$ cat config.mk
export PLATFORM = sky130hd
export DESIGN_NAME = tmr_rr_arb_tree
export DESIGN_NICKNAME = d
export VERILOG_FILES = /design/src/rr_arb_pkg.sv /design/src/arb_result_if.sv /design/src/rr_arb_replica.sv /design/src/rr_next_prio.sv /design/src/tmr_rr_arb_tree.sv /design/src/tmr_voter.sv
export VERILOG_INCLUDE_DIRS = /design/src
export SDC_FILE = /design/constraint.sdc
export NUM_CORES = 1
export LEC_CHECK = 0
export ABC_CLOCK_PERIOD_IN_PS = 4240
export BUFFER_PORTS_ARGS = -buffer_cell sky130_fd_sc_hd__buf_4
export CORE_MARGIN = 3
export CORE_UTILIZATION = 55
export DETAILED_ROUTE_END_ITERATION = 7
export PLACE_DENSITY = 0.8
export SLEW_MARGIN = 15
export SYNTH_ARGS = -nofsm -noshare
export SYNTH_HDL_FRONTEND = slang
export SYNTH_SLANG_ARGS = --single-unit
$ cat constraint.sdc
create_clock -name clk_i -period 4.24 [get_ports clk_i]
set_clock_uncertainty 0.2 [all_clocks]
set_input_delay 0.636 -clock clk_i [delete_from_list [all_inputs] [get_ports clk_i]]
set_output_delay 0.636 -clock clk_i [all_outputs]
set_load 0.01 [all_outputs]
$ cat src/rr_arb_config.svh
// Build-time sizes for the redundant round-robin arbitration tree
`ifndef RR_ARB_CONFIG_SVH
`define RR_ARB_CONFIG_SVH

// Number of requesters sharing the downstream port
// Must be a power of two, so every tree level is full
`define RR_ARB_NUM_IN 8

// Payload width in bits for every requester
`define RR_ARB_DATA_WIDTH 16

// Number of redundant arbiter replicas
// The voters are two-out-of-three, so this stays at three
`define RR_ARB_NUM_COPIES 3

`endif

$ cat src/rr_arb_pkg.sv
// Shared types for the redundant round-robin arbitration tree
`include "rr_arb_config.svh"

package rr_arb_pkg;

  // Sizes taken from the configuration header
  localparam int unsigned NUM_IN     = `RR_ARB_NUM_IN;
  localparam int unsigned DATA_WIDTH = `RR_ARB_DATA_WIDTH;

  // One index bit per tree level, the top bit belongs to the root
  localparam int unsigned IDX_WIDTH  = $clog2(NUM_IN);

  // Requester index, also used as the round-robin priority pointer
  typedef logic [IDX_WIDTH-1:0] idx_t;

  // Payload carried from each requester to the downstream port
  typedef logic [DATA_WIDTH-1:0] data_t;

  // One bit per requester, used for requests and grants alike
  typedef logic [NUM_IN-1:0] req_vec_t;

  // State of the lock-in register
  // While held, the arbiter works on the captured request vector
  typedef enum logic {
    LOCK_FREE = 1'b0,
    LOCK_HELD = 1'b1
  } lock_state_e;

endpackage

$ cat src/arb_result_if.sv
// Arbitration result of one replica, carried to the output voters
`timescale 1ns/100ps

interface arb_result_if;

  import rr_arb_pkg::*;

  // Grant vector towards the requesters, already qualified by gnt_i
  req_vec_t gnt;

  // High when at least one effective request is present
  logic     req;

  // Index of the requester that wins the tree
  idx_t     idx;

  // Payload of the winning requester
  data_t    data;

  // The replica produces the whole result
  modport replica (
    output gnt,
    output req,
    output idx,
    output data
  );

  // The top-level voters only read it
  modport voter (
    input gnt,
    input req,
    input idx,
    input data
  );

endinterface

$ cat src/rr_arb_replica.sv
// One redundant copy of the round-robin arbiter with its voted lock and priority state
`timescale 1ns/100ps

module rr_arb_replica (
  input  logic                             clk_i,
  input  logic                             rst_ni,
  input  logic                             flush_i,
  input  rr_arb_pkg::req_vec_t             req_i,
  input  rr_arb_pkg::data_t [rr_arb_pkg::NUM_IN-1:0] data_i,
  input  logic                             gnt_i,
  arb_result_if.replica                    result,
  output rr_arb_pkg::lock_state_e          lock_prop_o,
  output rr_arb_pkg::req_vec_t             req_prop_o,
  output rr_arb_pkg::idx_t                 prio_prop_o,
  input  rr_arb_pkg::lock_state_e [1:0]    lock_peer_i,
  input  rr_arb_pkg::req_vec_t [1:0]       req_peer_i,
  input  rr_arb_pkg::idx_t [1:0]           prio_peer_i,
  output logic                             fault_o
);

  import rr_arb_pkg::*;

  // The requesters are the leaves, so the full binary tree has NUM_IN-1 selector nodes
  // Node 0 is the root
  localparam int unsigned NUM_NODES = NUM_IN - 1;

  // Registered state and its proposed next values
  lock_state_e lock_q, lock_d;
  req_vec_t    req_q;
  idx_t        prio_q, prio_d;

  // Majority of own and peer proposals, as loaded into the registers
  logic        lock_voted;
  req_vec_t    req_voted;
  idx_t        prio_voted;
  logic        lock_mm, req_mm, prio_mm;

  // Requests the tree works on, and the fair next pointer
  req_vec_t    req_eff;
  idx_t        next_idx;
  req_vec_t    gnt_vec;

  // Tree nodes, leaf-level nodes sit right above the requesters
  logic  [NUM_NODES-1:0] req_nodes;
  logic  [NUM_NODES-1:0] gnt_nodes;
  idx_t  [NUM_NODES-1:0] idx_nodes;
  data_t [NUM_NODES-1:0] data_nodes;

  //////////////////////////////////////////////////////////////////////
  // Lock-in and priority state
  //////////////////////////////////////////////////////////////////////

  // While held, the captured vector keeps the same winner in front
  assign req_eff = (lock_q == LOCK_HELD) ? req_q : req_i;

  // A request that the downstream side does not take locks the decision
  assign lock_d = (req_nodes[0] && !gnt_i) ? LOCK_HELD : LOCK_FREE;

  // The pointer only moves on a completed transfer
  assign prio_d = (req_nodes[0] && gnt_i) ? next_idx : prio_q;

  rr_next_prio u_next_prio (
    .req_i  (req_eff),
    .prio_i (prio_q),
    .next_o (next_idx)
  );

  // Proposals go out to the peers before the registers
  assign lock_prop_o = lock_d;
  assign req_prop_o  = req_eff;
  assign prio_prop_o = prio_d;

  // Each register loads what at least two of the three replicas propose
  tmr_voter #(.WIDTH(1)) u_lock_vote (
    .a_i        (lock_d),
    .b_i        (lock_peer_i[0]),
    .c_i        (lock_peer_i[1]),
    .majority_o (lock_voted),
    .mismatch_o (lock_mm)
  );

  tmr_voter #(.WIDTH(NUM_IN)) u_req_vote (
    .a_i        (req_eff),
    .b_i        (req_peer_i[0]),
    .c_i        (req_peer_i[1]),
    .majority_o (req_voted),
    .mismatch_o (req_mm)
  );

  tmr_voter #(.WIDTH(IDX_WIDTH)) u_prio_vote (
    .a_i        (prio_d),
    .b_i        (prio_peer_i[0]),
    .c_i        (prio_peer_i[1]),
    .majority_o (prio_voted),
    .mismatch_o (prio_mm)
  );

  always_ff @(posedge clk_i or negedge rst_ni) begin
    if (!rst_ni) begin
      lock_q <= LOCK_FREE;
      req_q  <= '0;
      prio_q <= '0;
    end else if (flush_i) begin
      lock_q <= LOCK_FREE;
      req_q  <= '0;
      prio_q <= '0;
    end else begin
      lock_q <= lock_state_e'(lock_voted);
      req_q  <= req_voted;
      prio_q <= prio_voted;
    end
  end

  // Any disagreement on the state of this replica
  assign fault_o = lock_mm | req_mm | prio_mm;

  //////////////////////////////////////////////////////////////////////
  // Arbitration tree
  //////////////////////////////////////////////////////////////////////

  // The downstream acceptance enters at the root
  assign gnt_nodes[0] = gnt_i;

  for (genvar level = 0; level < IDX_WIDTH; level++) begin : gen_level
    for (genvar n = 0; n < 2 ** level; n++) begin : gen_node
      localparam int unsigned NODE  = 2 ** level - 1 + n;
      localparam int unsigned CHILD = 2 ** (level + 1) - 1 + 2 * n;
      localparam int unsigned PBIT  = IDX_WIDTH - 1 - level;
      // High when the upper child wins this node
      logic sel;

      if (level == IDX_WIDTH - 1) begin : gen_leaf
        // Leaf nodes choose between two neighbouring requesters
        assign sel = ~req_eff[2*n] | (req_eff[2*n+1] & prio_q[PBIT]);
        assign req_nodes[NODE]  = req_eff[2*n] | req_eff[2*n+1];
        assign idx_nodes[NODE]  = idx_t'(sel);
        assign data_nodes[NODE] = sel ? data_i[2*n+1] : data_i[2*n];
        // Grants are qualified by the request itself
        assign gnt_vec[2*n]   = gnt_nodes[NODE] & req_eff[2*n] & ~sel;
        assign gnt_vec[2*n+1] = gnt_nodes[NODE] & req_eff[2*n+1] & sel;
      end else begin : gen_inner
        assign sel = ~req_nodes[CHILD] | (req_nodes[CHILD+1] & prio_q[PBIT]);
        assign req_nodes[NODE] = req_nodes[CHILD] | req_nodes[CHILD+1];
        // The upper child adds this level's index bit on top of its own
        assign idx_nodes[NODE] = sel ?
          (idx_nodes[CHILD+1] | idx_t'(1 << PBIT)) : idx_nodes[CHILD];
        assign data_nodes[NODE]    = sel ? data_nodes[CHILD+1] : data_nodes[CHILD];
        assign gnt_nodes[CHILD]    = gnt_nodes[NODE] & ~sel;
        assign gnt_nodes[CHILD+1]  = gnt_nodes[NODE] & sel;
      end
    end
  end

  // Leaf-level grant nodes feed the requesters directly, the root gives the result
  assign result.gnt  = gnt_vec;
  assign result.req  = req_nodes[0];
  assign result.idx  = idx_nodes[0];
  assign result.data = data_nodes[0];

endmodule

$ cat src/rr_next_prio.sv
// Fair next-priority computation from an upper and a lower trailing-zero search
`timescale 1ns/100ps

module rr_next_prio (
  input  rr_arb_pkg::req_vec_t req_i,
  input  rr_arb_pkg::idx_t     prio_i,
  output rr_arb_pkg::idx_t     next_o
);

  import rr_arb_pkg::*;

  // Requests strictly above the pointer, and at or below it
  req_vec_t upper_mask;
  req_vec_t lower_mask;

  // Lowest set bit of each group
  idx_t     upper_idx;
  idx_t     lower_idx;
  logic     upper_empty;

  // Returns the position of the lowest set bit, zero for an empty vector
  function automatic idx_t find_lowest(input req_vec_t vec);
    idx_t pos;
    pos = '0;
    // Scan downwards so the last hit is the lowest one
    for (int i = NUM_IN - 1; i >= 0; i--) begin
      if (vec[i]) begin
        pos = idx_t'(i);
      end
    end
    return pos;
  endfunction

  // Split the requests at the current pointer
  always_comb begin
    for (int i = 0; i < NUM_IN; i++) begin
      upper_mask[i] = (i > int'(prio_i)) ? req_i[i] : 1'b0;
      lower_mask[i] = (i <= int'(prio_i)) ? req_i[i] : 1'b0;
    end
  end

  assign upper_idx   = find_lowest(upper_mask);
  assign lower_idx   = find_lowest(lower_mask);
  assign upper_empty = ~|upper_mask;

  // Prefer the next waiting requester above the pointer
  // Otherwise wrap around to the lowest one at or below it
  assign next_o = upper_empty ? lower_idx : upper_idx;

endmodule

$ cat src/tmr_rr_arb_tree.sv
// Triple-redundant round-robin arbitration tree with voted outputs and a fault flag
`timescale 1ns/100ps
`include "rr_arb_config.svh"

module tmr_rr_arb_tree (
  input  logic                                       clk_i,
  input  logic                                       rst_ni,
  input  logic                                       flush_i,
  input  rr_arb_pkg::req_vec_t                       req_i,
  input  rr_arb_pkg::data_t [rr_arb_pkg::NUM_IN-1:0] data_i,
  input  logic                                       gnt_i,
  output rr_arb_pkg::req_vec_t                       gnt_o,
  output logic                                       req_o,
  output rr_arb_pkg::idx_t                           idx_o,
  output rr_arb_pkg::data_t                          data_o,
  output logic                                       fault_o
);

  import rr_arb_pkg::*;

  localparam int unsigned NC = `RR_ARB_NUM_COPIES;

  // Next-state proposals of each replica
  lock_state_e [NC-1:0] lock_prop;
  req_vec_t    [NC-1:0] req_prop;
  idx_t        [NC-1:0] prio_prop;

  // The two peer proposals seen by each replica
  lock_state_e [NC-1:0][1:0] lock_peer;
  req_vec_t    [NC-1:0][1:0] req_peer;
  idx_t        [NC-1:0][1:0] prio_peer;

  // Mismatch flags of the replicas and of the output voters
  logic [NC-1:0] replica_fault;
  logic [3:0]    out_mm;

  arb_result_if res_if [NC] ();

  //////////////////////////////////////////////////////////////////////
  // Replicas
  //////////////////////////////////////////////////////////////////////

  for (genvar i = 0; i < NC; i++) begin : gen_replica
    // Ring wiring, replica i sees replicas i+1 and i+2
    for (genvar j = 0; j < 2; j++) begin : gen_peer
      assign lock_peer[i][j] = lock_prop[(i + j + 1) % NC];
      assign req_peer[i][j]  = req_prop[(i + j + 1) % NC];
      assign prio_peer[i][j] = prio_prop[(i + j + 1) % NC];
    end

    rr_arb_replica u_replica (
      .clk_i       (clk_i),
      .rst_ni      (rst_ni),
      .flush_i     (flush_i),
      .req_i       (req_i),
      .data_i      (data_i),
      .gnt_i       (gnt_i),
      .result      (res_if[i]),
      .lock_prop_o (lock_prop[i]),
      .req_prop_o  (req_prop[i]),
      .prio_prop_o (prio_prop[i]),
      .lock_peer_i (lock_peer[i]),
      .req_peer_i  (req_peer[i]),
      .prio_peer_i (prio_peer[i]),
      .fault_o     (replica_fault[i])
    );
  end

  //////////////////////////////////////////////////////////////////////
  // Output voting
  //////////////////////////////////////////////////////////////////////

  tmr_voter #(.WIDTH(NUM_IN)) u_gnt_vote (
    .a_i (res_if[0].gnt), .b_i (res_if[1].gnt), .c_i (res_if[2].gnt),
    .majority_o (gnt_o),
    .mismatch_o (out_mm[0])
  );

  tmr_voter #(.WIDTH(1)) u_req_vote (
    .a_i (res_if[0].req), .b_i (res_if[1].req), .c_i (res_if[2].req),
    .majority_o (req_o),
    .mismatch_o (out_mm[1])
  );

  tmr_voter #(.WIDTH(IDX_WIDTH)) u_idx_vote (
    .a_i (res_if[0].idx), .b_i (res_if[1].idx), .c_i (res_if[2].idx),
    .majority_o (idx_o),
    .mismatch_o (out_mm[2])
  );

  tmr_voter #(.WIDTH(DATA_WIDTH)) u_data_vote (
    .a_i (res_if[0].data), .b_i (res_if[1].data), .c_i (res_if[2].data),
    .majority_o (data_o),
    .mismatch_o (out_mm[3])
  );

  // Any disagreement, in the state or on the outputs, is reported
  assign fault_o = |replica_fault | |out_mm;

endmodule

$ cat src/tmr_voter.sv
// Bitwise two-out-of-three majority voter with a disagreement flag
`timescale 1ns/100ps

module tmr_voter #(
  parameter int unsigned WIDTH = 1
) (
  input  logic [WIDTH-1:0] a_i,
  input  logic [WIDTH-1:0] b_i,
  input  logic [WIDTH-1:0] c_i,
  output logic [WIDTH-1:0] majority_o,
  output logic             mismatch_o
);

  // Per-bit disagreement between the three copies
  logic [WIDTH-1:0] diff;

  // Each output bit follows at least two of the three inputs
  assign majority_o = (a_i & b_i) | (a_i & c_i) | (b_i & c_i);

  // A bit disagrees when any copy differs from the first one
  // Comparing a against b and c covers the b versus c case too
  assign diff = (a_i ^ b_i) | (a_i ^ c_i);

  // One flag for the whole word, the majority itself stays valid
  assign mismatch_o = |diff;

endmodule
==> run metrics <==
fraction of registers with async set/reset 1.000; r2r startpoint gen_replica[0].u_replica.lock_q; most frequent cells in the layout 419 x buf_4, 228 x mux2i_1, 95 x nand2_1; CTS H-tree lvls 2; pin count of the biggest net entering global routing 37; cell taking the most area after synthesis mux2i_1; total of max-cap violations 0; pin slew with the least headroom to its limit 0.8515 ns; Max FO, Critical Path 7; Reg2Reg Setup Slack 0.62 ns; WP data arrival 3.96 ns; final setup fails 2; Startpoint Class flip-flop; R2R cell count 11; Seq/Total Area, Yosys 0.1042; DRT iter0 DRCs 1,586; Req. time, crit path 3.40 ns; Overflow after GRT 0; YS warnings 0; CP peak stage delay 0.49 ns; number of synthesized flops with an enable pin 0; leak pwr 6.666 nW; starting density of the core 0.5648; Die W 131.4 microns; first-pass GRT wire length 63,130 microns; Post-Layout Cell Count 1,685; # IOs 169; Power, Total 5.366 mW; Pwr Density 403.1 nW/um^2; drc violations 0; R2R Path End gen_replica[0].u_replica.prio_q[1]; via count 11.81k; crit end category output pin; CTS tree yes; status complete, but fails checks; utilization after layout 0.8694; core area 15,310 sq um; number of CTS-inserted buffers 5; total routed wirelength 44,960 microns; Bufs on Longest Clock Path 2; worst skew pair latency 0.30 ns; register clock-pin slew on the reported worst setup and hold paths 0.07 ns; failing checks setup timing; Area Overhead vs Synth 53.93%; post-synth top area share 0.2812; nets 1,705; Final Max Slew Viols 0; Cell Area, Synth 8650 sq um; Die H 131.4 microns; Wirelength per Cell 26.68 microns; commonest register cell after synthesis dfrtp_1; initial antenna violation count 0; # rows 45; Filler Cell Count 795; dpl hpwl 29,760 microns; fraction of layout cells with a size suffix above 1 0.4254; Top delay family on crit path simple AND/OR/NAND/NOR gates; Post-Synthesis Cells 1,064; #FFs+latches synth 36; RePlAce Congestion 1.029; top post-synthesis cells by area mux2i_1 28%, ha_1 13%, dfrtp_1 10%; final period utilization 1.131; Max Clk Rate 208.5 MHz; Root Driver clkbuf_16; crit path max-delay cell type mux2i_1; HP Class primary input to async pin; DIE AREA 17,270 sq um; syn nets 1,296; vias in the first global route 11.48k; placed cells 1,629; setup TNS -0.5669 ns; Antenna Nets Post-Route 0; RSZ-0062 raised after global routing true; fin crit period 4.796 ns; Avg Synthesized Cell Area 8.129 sq um; most frequent CP cell buf_4; total track usage 0.4565; PnR worst setup slack -0.5557 ns; post-synthesis cell type count 77; Slew HR 0.4280; Buffers on Ports 168; commonest non-fill, non-tap cell in the layout buf_4; critical-path cell list buf_4 -> nor3_1 -> buf_4 -> a21oi_4 -> a21bo_2 -> buf_12 -> mux2i_1 -> mux2i_4 -> inv_1 -> ha_4 -> nor4_4 -> buf_4 -> nand4_1 -> nor4_2 -> nand2_1 -> buf_6; peak supply drop 0.3729 mV; Via density 7.011; Antenna Cells 0; Num Clock Sinks 36; CP bufs+invs 6; Hold WS 0.1046 ns; Fin. Hold Viols 0; Pre-Repair DR Iteration Count 6; Worst Path Class, Setup flip-flop to output pin
[final cells by class]
class,count,area [sq um],area share
clock buffer,6,138.9,0.01043
clock inverter,2,13.76,0.001034
inverter,56,215.2,0.01616
timing repair buffer,467,4013,0.3014
sequential,36,904.6,0.06794
tap,211,264.0,0.01983
multi-input combinational,907,7765,0.5832
[registers in the layout, summed over array words and instances, names as in the netlist]
name,count
gen_replica.u_replica.lock_q,3
gen_replica.u_replica.prio_q,9
gen_replica.u_replica.req_q,24
[power by group]
group	switching (mW)	internal, mW
clock	0.171	0.236
combinational	2.38	2.10
sequential	0.0810	0.394
total	2.63	2.73
[routing by layer]
layer	global-route usage	vias to the layer above	wire length, microns
met2	0.7427	1182	19340
met1	0.5594	5360	15330
met4	0.2754	0	4377
met3	0.08576	456	5904
met5	0	-	0
li1	-	4816	-
[Yosys cell counts, drive strengths merged, types with 4 or more instances]
cell type / number
buf: 39
a211o: 17
o221ai: 16
a211oi: 6
a31o: 4
clkbuf: 26
o211ai: 19
nand4: 7
and2: 6
nor3b: 5
nand2: 96
a21oi: 33
or2: 5
o21ai: 64
nor2b: 4
dfrtp: 36
o31ai: 7
nor2: 96
nor3: 35
o22ai: 6
mux2i: 252
a32oi: 5
ha: 92
nand2b: 5
inv: 55
mux2: 28
nand3: 23
nor4: 33
a22oi: 4
[worst max-delay path by stage]
stage | slack (ns) | start | endpoint | depth (start not counted)
floorplan | 0.15 | req_i[5] | fault_o | 12
global placement | -0.35 | req_i[7] | fault_o | 17
detailed placement | -0.47 | req_i[7] | fault_o | 19
CTS | -0.29 | gen_replica[1].u_replica.lock_q | fault_o | 18
global route | -0.60 | gen_replica[2].u_replica.lock_q | fault_o | 15
finish | -0.56 | gen_replica[2].u_replica.lock_q | fault_o | 16
[worst register-to-register path, delay by kind of cell, from the launching register on]
family	cells	cell delay (ns)
buffers and inverters	3	0.55
and+or+nand+nor	5	1.45
muxes	2	0.62
adders and majority gates	1	0.21
DFF	1	0.43
[cells by family after synthesis]
| kind of cell | Yosys count | share of synthesized area |
|---|---|---|
| AO/OA/AOI/OAI | 207 | 0.1717 |
| adder cells (fa/ha/maj) | 94 | 0.1354 |
| buffers and inverters | 121 | 0.06741 |
| flip-flops | 36 | 0.1042 |
| multiplexers | 280 | 0.3402 |
| AND/OR/NAND/NOR | 326 | 0.1811 |
[metrics by stage]
step           instance area [sq um]  setup WS, ns
2_1_floorplan                   8650        0.1525
3_3_place_gp                   12070       -0.3496
3_5_place_dp                   12070       -0.4654
4_1_cts                        12960       -0.2929
5_1_grt                        13310       -0.6038
6_report                       13310       -0.5557
[timing repair]
action	in CTS	in global routing
endpoints found under the setup margin	1	2
buffers inserted	39	10
hold buffers	0	0
resized for setup	79	62
cloned	2	0
pin swaps	22	24
(Power assumes the default switching activity.)
